File: src/cachePkg.sv
// Shared geometry, address views and port payload types for the L1 cache.
package cachePkg;

  localparam int addrW    = 32;
  localparam int dataW    = 32;
  localparam int numLines = 32;
  localparam int indexW   = 5;
  localparam int tagW     = 4;
  localparam int offsetW  = 2;

  // bits between the uncached flag and the tag.
  localparam int unusedW  = addrW - 1 - tagW - indexW - offsetW;

  typedef struct packed {
    logic               uncached;
    logic [unusedW-1:0] unused;
    logic [tagW-1:0]    tag;
    logic [indexW-1:0]  index;
    logic [offsetW-1:0] offset;
  } cacheAddrFieldsT;

  // same word, seen raw or split into lookup fields.
  typedef union packed {
    logic [addrW-1:0] raw;
    cacheAddrFieldsT  fields;
  } cacheAddrT;

  typedef struct packed {
    cacheAddrT        addr;
    logic             write;
    logic [dataW-1:0] wdata;
  } cpuReqT;

  typedef struct packed {
    logic [dataW-1:0] rdata;
  } cpuRspT;

  typedef struct packed {
    logic [addrW-1:0] addr;
    logic             write;
    logic [dataW-1:0] wdata;
  } memReqT;

  // for a write this is only an acknowledgement.
  typedef struct packed {
    logic [dataW-1:0] rdata;
  } memRspT;

endpackage

File: src/cacheCtrl.sv
`timescale 1ns/1ps
// Cache control FSM that classifies requests and sequences fills, writes and replies.
module cacheCtrl
  import cachePkg::*;
(
  input  logic              clk,
  input  logic              arstN,
  input  logic              cpuReqValid,
  output logic              cpuReqReady,
  input  cpuReqT            cpuReq,
  output logic              cpuRspValid,
  output cpuRspT            cpuRsp,
  input  logic              hit,
  output cacheAddrT         lookupAddr,
  output logic              tagFillEn,
  output logic              tagInvalEn,
  output cacheAddrT         fillAddr,
  output logic [indexW-1:0] dataRdIndex,
  input  logic [dataW-1:0]  dataRd,
  output logic              dataFillEn,
  output logic [dataW-1:0]  dataFillWord,
  output logic              issueValid,
  input  logic              issueReady,
  output memReqT            issueReq,
  input  logic              doneValid,
  input  logic [dataW-1:0]  doneData
);

  typedef enum logic [2:0] {
    stIdle,
    stHitReply,
    stUncReply,
    stIssue,
    stWait,
    stReply
  } stateT;

  stateT            state;
  stateT            stateNext;
  cpuReqT           reqQ;
  cpuReqT           issueSrc;
  logic             wasHitQ;
  logic [dataW-1:0] rspDataQ;
  logic             accept;
  logic             needMem;
  logic             waitDone;

  assign cpuReqReady = (state == stIdle);
  assign accept      = cpuReqValid && cpuReqReady;
  assign needMem     = !cpuReq.addr.fields.uncached && (cpuReq.write || !hit);

  // lookup and data read run on the incoming request.
  assign lookupAddr  = cpuReq.addr;
  assign dataRdIndex = cpuReq.addr.fields.index;

  // issue straight from the port on acceptance, else from the held copy.
  assign issueSrc   = (state == stIdle) ? cpuReq : reqQ;
  assign issueValid = (accept && needMem) || (state == stIssue);
  assign issueReq   = '{addr: issueSrc.addr.raw, write: issueSrc.write, wdata: issueSrc.wdata};

  assign waitDone     = (state == stWait) && doneValid;
  assign fillAddr     = reqQ.addr;
  assign tagFillEn    = waitDone && !reqQ.write;
  assign dataFillEn   = waitDone && !reqQ.write;
  assign dataFillWord = doneData;
  // write hit drops the line instead of updating it.
  assign tagInvalEn   = waitDone && reqQ.write && wasHitQ;

  assign cpuRspValid = (state == stReply);
  assign cpuRsp      = '{rdata: rspDataQ};

  always_comb begin
    stateNext = state;
    case (state)
      stIdle: begin
        if (accept) begin
          if (cpuReq.addr.fields.uncached) begin
            stateNext = stUncReply;
          end else if (!needMem) begin
            stateNext = stHitReply;
          end else if (issueReady) begin
            stateNext = stWait;
          end else begin
            stateNext = stIssue;
          end
        end
      end
      stHitReply: stateNext = stReply;
      stUncReply: stateNext = stReply;
      stIssue: begin
        if (issueReady) begin
          stateNext = stWait;
        end
      end
      stWait: begin
        if (doneValid) begin
          stateNext = stReply;
        end
      end
      default: stateNext = stIdle;
    endcase
  end

  always_ff @(posedge clk or negedge arstN) begin
    if (!arstN) begin
      state <= stIdle;
    end else begin
      state <= stateNext;
    end
  end

  always_ff @(posedge clk) begin
    if (accept) begin
      reqQ    <= cpuReq;
      wasHitQ <= hit;
    end
    if (state == stHitReply) begin
      rspDataQ <= dataRd;
    end else if (state == stUncReply) begin
      rspDataQ <= '0;
    end else if (waitDone) begin
      rspDataQ <= reqQ.write ? '0 : doneData;
    end
  end

endmodule

File: src/cacheL1Top.sv
`timescale 1ns/1ps
// Direct-mapped write-through L1 cache top joining controller, stores and memory port.
module cacheL1Top
  import cachePkg::*;
(
  input  logic   clk,
  input  logic   arstN,
  input  logic   cpuReqValid,
  output logic   cpuReqReady,
  input  cpuReqT cpuReq,
  output logic   cpuRspValid,
  output cpuRspT cpuRsp,
  output logic   memReqValid,
  input  logic   memReqReady,
  output memReqT memReq,
  input  logic   memRspValid,
  input  memRspT memRsp
);

  logic              hit;
  cacheAddrT         lookupAddr;
  logic              tagFillEn;
  logic              tagInvalEn;
  cacheAddrT         fillAddr;
  logic [indexW-1:0] dataRdIndex;
  logic [dataW-1:0]  dataRd;
  logic              dataFillEn;
  logic [dataW-1:0]  dataFillWord;
  logic              issueValid;
  logic              issueReady;
  memReqT            issueReq;
  logic              doneValid;
  logic [dataW-1:0]  doneData;

  cacheCtrl u_ctrl (
    .clk          (clk),
    .arstN        (arstN),
    .cpuReqValid  (cpuReqValid),
    .cpuReqReady  (cpuReqReady),
    .cpuReq       (cpuReq),
    .cpuRspValid  (cpuRspValid),
    .cpuRsp       (cpuRsp),
    .hit          (hit),
    .lookupAddr   (lookupAddr),
    .tagFillEn    (tagFillEn),
    .tagInvalEn   (tagInvalEn),
    .fillAddr     (fillAddr),
    .dataRdIndex  (dataRdIndex),
    .dataRd       (dataRd),
    .dataFillEn   (dataFillEn),
    .dataFillWord (dataFillWord),
    .issueValid   (issueValid),
    .issueReady   (issueReady),
    .issueReq     (issueReq),
    .doneValid    (doneValid),
    .doneData     (doneData)
  );

  tagStore u_tags (
    .clk        (clk),
    .arstN      (arstN),
    .lookupAddr (lookupAddr),
    .hit        (hit),
    .fillEn     (tagFillEn),
    .invalEn    (tagInvalEn),
    .fillAddr   (fillAddr)
  );

  dataStore u_data (
    .clk       (clk),
    .rdIndex   (dataRdIndex),
    .rdData    (dataRd),
    .fillEn    (dataFillEn),
    .fillIndex (fillAddr.fields.index),
    .fillWord  (dataFillWord)
  );

  memPort u_mem (
    .clk         (clk),
    .arstN       (arstN),
    .issueValid  (issueValid),
    .issueReady  (issueReady),
    .issueReq    (issueReq),
    .memReqValid (memReqValid),
    .memReqReady (memReqReady),
    .memReq      (memReq),
    .memRspValid (memRspValid),
    .memRsp      (memRsp),
    .doneValid   (doneValid),
    .doneData    (doneData)
  );

endmodule

File: src/dataStore.sv
`timescale 1ns/1ps
// Cache data word array with a registered read port and a fill write port.
module dataStore
  import cachePkg::*;
(
  input  logic              clk,
  input  logic [indexW-1:0] rdIndex,
  output logic [dataW-1:0]  rdData,
  input  logic              fillEn,
  input  logic [indexW-1:0] fillIndex,
  input  logic [dataW-1:0]  fillWord
);

  logic [dataW-1:0] words [numLines];

  always_ff @(posedge clk) begin
    if (fillEn) begin
      words[fillIndex] <= fillWord;
    end
  end

  // registered so hit data lines up with the reply cycle.
  always_ff @(posedge clk) begin
    rdData <= words[rdIndex];
  end

endmodule

File: src/memPort.sv
`timescale 1ns/1ps
// Memory request register that holds one request through stalls and waits for its response.
module memPort
  import cachePkg::*;
(
  input  logic             clk,
  input  logic             arstN,
  input  logic             issueValid,
  output logic             issueReady,
  input  memReqT           issueReq,
  output logic             memReqValid,
  input  logic             memReqReady,
  output memReqT           memReq,
  input  logic             memRspValid,
  input  memRspT           memRsp,
  output logic             doneValid,
  output logic [dataW-1:0] doneData
);

  logic   reqValidQ;
  logic   pendingQ;
  logic   awaitRsp;
  memReqT reqQ;

  // request accepted by memory, response not yet back.
  assign awaitRsp = pendingQ && !reqValidQ;

  always_ff @(posedge clk or negedge arstN) begin
    if (!arstN) begin
      reqValidQ <= 1'b0;
      pendingQ  <= 1'b0;
    end else if (issueValid && issueReady) begin
      reqValidQ <= 1'b1;
      pendingQ  <= 1'b1;
    end else begin
      if (reqValidQ && memReqReady) begin
        reqValidQ <= 1'b0;
      end
      if (awaitRsp && memRspValid) begin
        pendingQ <= 1'b0;
      end
    end
  end

  always_ff @(posedge clk) begin
    if (issueValid && issueReady) begin
      reqQ <= issueReq;
    end
  end

  assign issueReady  = !pendingQ;
  assign memReqValid = reqValidQ;
  assign memReq      = reqQ;
  assign doneValid   = awaitRsp && memRspValid;
  assign doneData    = memRsp.rdata;

endmodule

File: src/tagStore.sv
`timescale 1ns/1ps
// Per-line valid bits and tags with combinational lookup, fill and invalidate.
module tagStore
  import cachePkg::*;
(
  input  logic      clk,
  input  logic      arstN,
  input  cacheAddrT lookupAddr,
  output logic      hit,
  input  logic      fillEn,
  input  logic      invalEn,
  input  cacheAddrT fillAddr
);

  logic [numLines-1:0] valid;
  logic [tagW-1:0]     tags [numLines];

  // valid bits are the only state that needs clearing.
  always_ff @(posedge clk or negedge arstN) begin
    if (!arstN) begin
      valid <= '0;
    end else if (fillEn) begin
      valid[fillAddr.fields.index] <= 1'b1;
    end else if (invalEn) begin
      valid[fillAddr.fields.index] <= 1'b0;
    end
  end

  always_ff @(posedge clk) begin
    if (fillEn) begin
      tags[fillAddr.fields.index] <= fillAddr.fields.tag;
    end
  end

  assign hit = valid[lookupAddr.fields.index] &&
               (tags[lookupAddr.fields.index] == lookupAddr.fields.tag);

endmodule

File: config.mk
export PLATFORM = sky130hd
export DESIGN_NAME = cacheL1Top
export DESIGN_NICKNAME = d
export VERILOG_FILES = /design/src/cachePkg.sv /design/src/cacheCtrl.sv /design/src/cacheL1Top.sv /design/src/dataStore.sv /design/src/memPort.sv /design/src/tagStore.sv
export SDC_FILE = /design/constraint.sdc
export NUM_CORES = 1
export LEC_CHECK = 0
export BUFFER_PORTS_ARGS = -buffer_cell sky130_fd_sc_hd__buf_2
export CAP_MARGIN = 0
export CORE_MARGIN = 2
export CORE_UTILIZATION = 46
export CTS_CLUSTER_SIZE = 14
export DETAILED_ROUTE_END_ITERATION = 7
export MAX_ROUTING_LAYER = met4
export SKIP_LAST_GASP = 1
export SLEW_MARGIN = 25
export SYNTH_ARGS = -nofsm -noshare
export SYNTH_HDL_FRONTEND = slang
export SYNTH_SLANG_ARGS = --single-unit
File: constraint.sdc
create_clock -name clk -period 4 [get_ports clk]
set_input_delay 0 -clock clk [delete_from_list [all_inputs] [get_ports clk]]
set_output_delay 0 -clock clk [all_outputs]
set_load 0.01 [all_outputs]
==> metrics.txt <==
status=finished clean; Tot Pwr=0.02989 W; share of cells above drive strength 1=0.3361; Post-route DRC=0; WL final=126.9 mm; Seq/Total Area, Yosys=0.7842; endpoints failing setup=0; Non-Filler Instances=4349; largest family of logic cells by synthesized area=multiplexers; drt wl/cell=29.18 µm; worst stage delay on the critical path=580 ps; GPL Wtd Cong=0.7892; WP data required=4380 ps; VDD IR max=0.4439 mV; Finished Core Util=0.5509; Worst Tran Pin Value=989.5 ps; Crit. End Element=register; Die Area=0.1165 mm²; Final #Nets=2829; post-detailed-route count of antenna-violating nets=0; max-slew violation count=0; leading area contributor after synthesis=edfxtp_1; largest net degree at the start of global routing=133; CTS Root Cell=clkbuf_16; PortBufs=201; crit path kind=input pin to register; Via density=5.843; I/O pins=202; power per standard cell area=481.6 mW/mm²; placed wire-length estimate=64.32 mm; core area=0.1127 mm²; latest clock arrival within the worst-skew pair=750 ps; Worst Hold Class=input pin to register; MaxCap Viol Count=0; syn nets=2365; period utilisation layout=0.8324; Clock Tree Buf Depth=3; CTS H-tree depth=4; Netlist Area Pre-Place=0.05236 mm²; crit path max-delay cell type=dlygate4sd3_1; clock transition at the registers of the reported paths=60 ps; Synth Area in Compound Gates=0.01933; drt pass-1 iters=5; synth unique cells=43; min Tclk post-route=3330 ps; die span in y=341.4 µm; Synth Area in Simple Gates=0.009416; global route overflow=0; Synth Flop Type=edfxtp_1; detailed-route via count=25.41k; syn avg cell area=23.14 µm²; TritonCTS clock tree=done; Leakage=20.07 nW; EDFF count, synth=1315; Synth Area in Adders=0; async set or reset register ratio after synthesis=0.02673; DRT iter0 DRCs=2766; post-synthesis mux area share=0.1755; Synth Area in XOR/XNOR=0.0006692; area added between synthesis and finish=18.54%; Max-Slew Margin vs Limit=0.3403; Initial Util=0.4647; largest cells by area after synthesis=edfxtp_1 75%, mux4_2 14%, mux2_2 2.1%, dfrtp_1 1.8%, mux2i_1 1.2%; fmax=300.3 MHz; initial antenna violation count=1; TritonCTS Buffers=146; CTS Sinks=1384; cell total after placement=3923; setup_tns=0 ps; GRT Overall Usage=0.2266; worst clock skew=18.40 ps; Max FO, Critical Path=65; Syn Inst Count=2263; cell row count=123; Yosys warning total=0; Synth top area share=0.7542; via count of the first global-routing pass=26.64k; RSZ-0062 raised after global routing=false; CP cell instances=dlygate4sd3_1, buf_8, and2b_1, a22oi_1, a21oi_1, nor4_1, xnor2_1, nand2_1, or4_1, and3_2, buf_4; register bit total from synthesis=1384; Placed Instance Area=0.05589 mm²; first-pass GRT wire length=183.8 mm; Final Instance Area=0.06206 mm²; WP data arrival=3710 ps; endpoints failing hold=0; Die Wd=341.4 µm; Worst Setup Start Kind=input pin
-- registers in the layout, indices dropped and copies added, names as in the netlist, named ones only --
signal / flops
u_ctrl.fillAddr: 32
u_ctrl.cpuRsp: 32
u_mem.pendingQ: 1
u_mem.memReq: 65
u_tags.tags: 128
u_data.words: 1024
u_ctrl.state: 3
u_data.rdData: 32
u_ctrl.reqQ: 33
u_ctrl.wasHitQ: 1
u_mem.memReqValid: 1
-- power breakdown --
part	internal [W]	switching, W	leakage [nW]
Clock	0.00745	0.00545	2.25
Combinational	0.000551	0.000566	5.26
Sequential	0.0159	0.0000128	12.6
-- critical path, delay by kind of cell --
kind / cells / cell delay (ps)
AND/OR/NAND/NOR: 5 / 1780
buffers and inverters: 3 / 1370
AO/OA/AOI/OAI: 2 / 320
XOR/XNOR: 1 / 170
-- cells by family after synthesis --
family | Yosys count
simple gates | 102
compound gates | 157
mux | 493
xor+xnor | 4
flops | 1384
buf+inv | 123
-- cell type report --
type,count,area [µm²]
Fill cell,8426,50590
Sequential cell,1384,41050
Multi-Input combinational cell,756,11000
Clock buffer,194,4010
Timing Repair Buffer,435,3521
Tap cell,1500,1877
Clock inverter,74,579.3
Inverter,4,15.01
Antenna cell,2,5.005
-- path summary, 6_finish.rpt --
kind | end | startpoint | slack, ps | cells past startpoint
max in group asynchronous | u_mem.pendingQ | arstN | 3410 | 4
worst min-delay path | u_ctrl.reqQ[26] | cpuReq[26] | 60 | 2
min in group asynchronous | async pin | arstN | 380 | 4
worst max register to register | u_mem.memReq[53] | register | 870 | 7
worst min register to register | register | register | 520 | 2
worst max-delay path | u_mem.memReq[53] | cpuReq[35] | 670 | 11
-- cells in the final DEF (no fill, tap or decap), types with 6 or more instances in the layout --
cell and count:
a21oi_1 17, a22o_1 32, a22oi_1 30, buf_12 27, buf_2 196, buf_4 54, bufinv_16 6, clkbuf_1 36
clkbuf_16 151, clkbuf_8 7, clkinv_1 27, clkinv_2 26, dfrtp_1 37, dfxtp_1 32, dlygate4sd3_1 154, edfxtp_1 1315
mux2_2 98, mux2i_1 65, mux4_2 330, nand2_1 18, nand2b_1 6, nand3_1 6, nor2_1 11, nor2_4 34
nor2b_1 6, o21ai_0 65
-- Yosys cell counts, drive strengths merged (2+ instances only) --
master and instances:
a22o 32, mux4 330, and2 2, mux2i 65, nand3 6, nor4 3
nand2 18, dfrtp 37, dfxtp 32, a21oi 17, clkbuf 50, a211oi 2
nor2b 6, xnor2 4, and3 3, nand4 2, nand2b 6, a22oi 30
o22ai 2, mux2 98, edfxtp 1315, buf 69, inv 4, nand3b 3
or3b 2, nor3 2, o21ai 66, nor2 45, o41ai 3
-- metrics by stage --
step	hold WS [ps]	worst slack [ps]
after global placement	118.4	619.3
after floorplan	-295.6	284.5
after detailed placement	150.2	536.2
final	59.48	670.5
after global routing	34.24	473.3
after CTS	13.59	714.2
-- per-layer routing --
layer  track usage  up-vias  wire length [µm]  share of wire
li1              -    10547                 -              -
met1        0.3087    13624             52840           0.42
met3       0.03756      229              8570          0.068
met2        0.3526     1010             61970           0.49
met4       0.07287        0              3536          0.028
met5             -        -                 0              0
-- timing repair --
action	4_1_cts	5_1_grt
setup endpoints to repair	0	0
hold buffers	155	0
gates resized for setup	0	0
hold endpoints to repair	1229	0
buffers inserted	0	0
No activity file was read; power rests on OpenSTA's default activity.
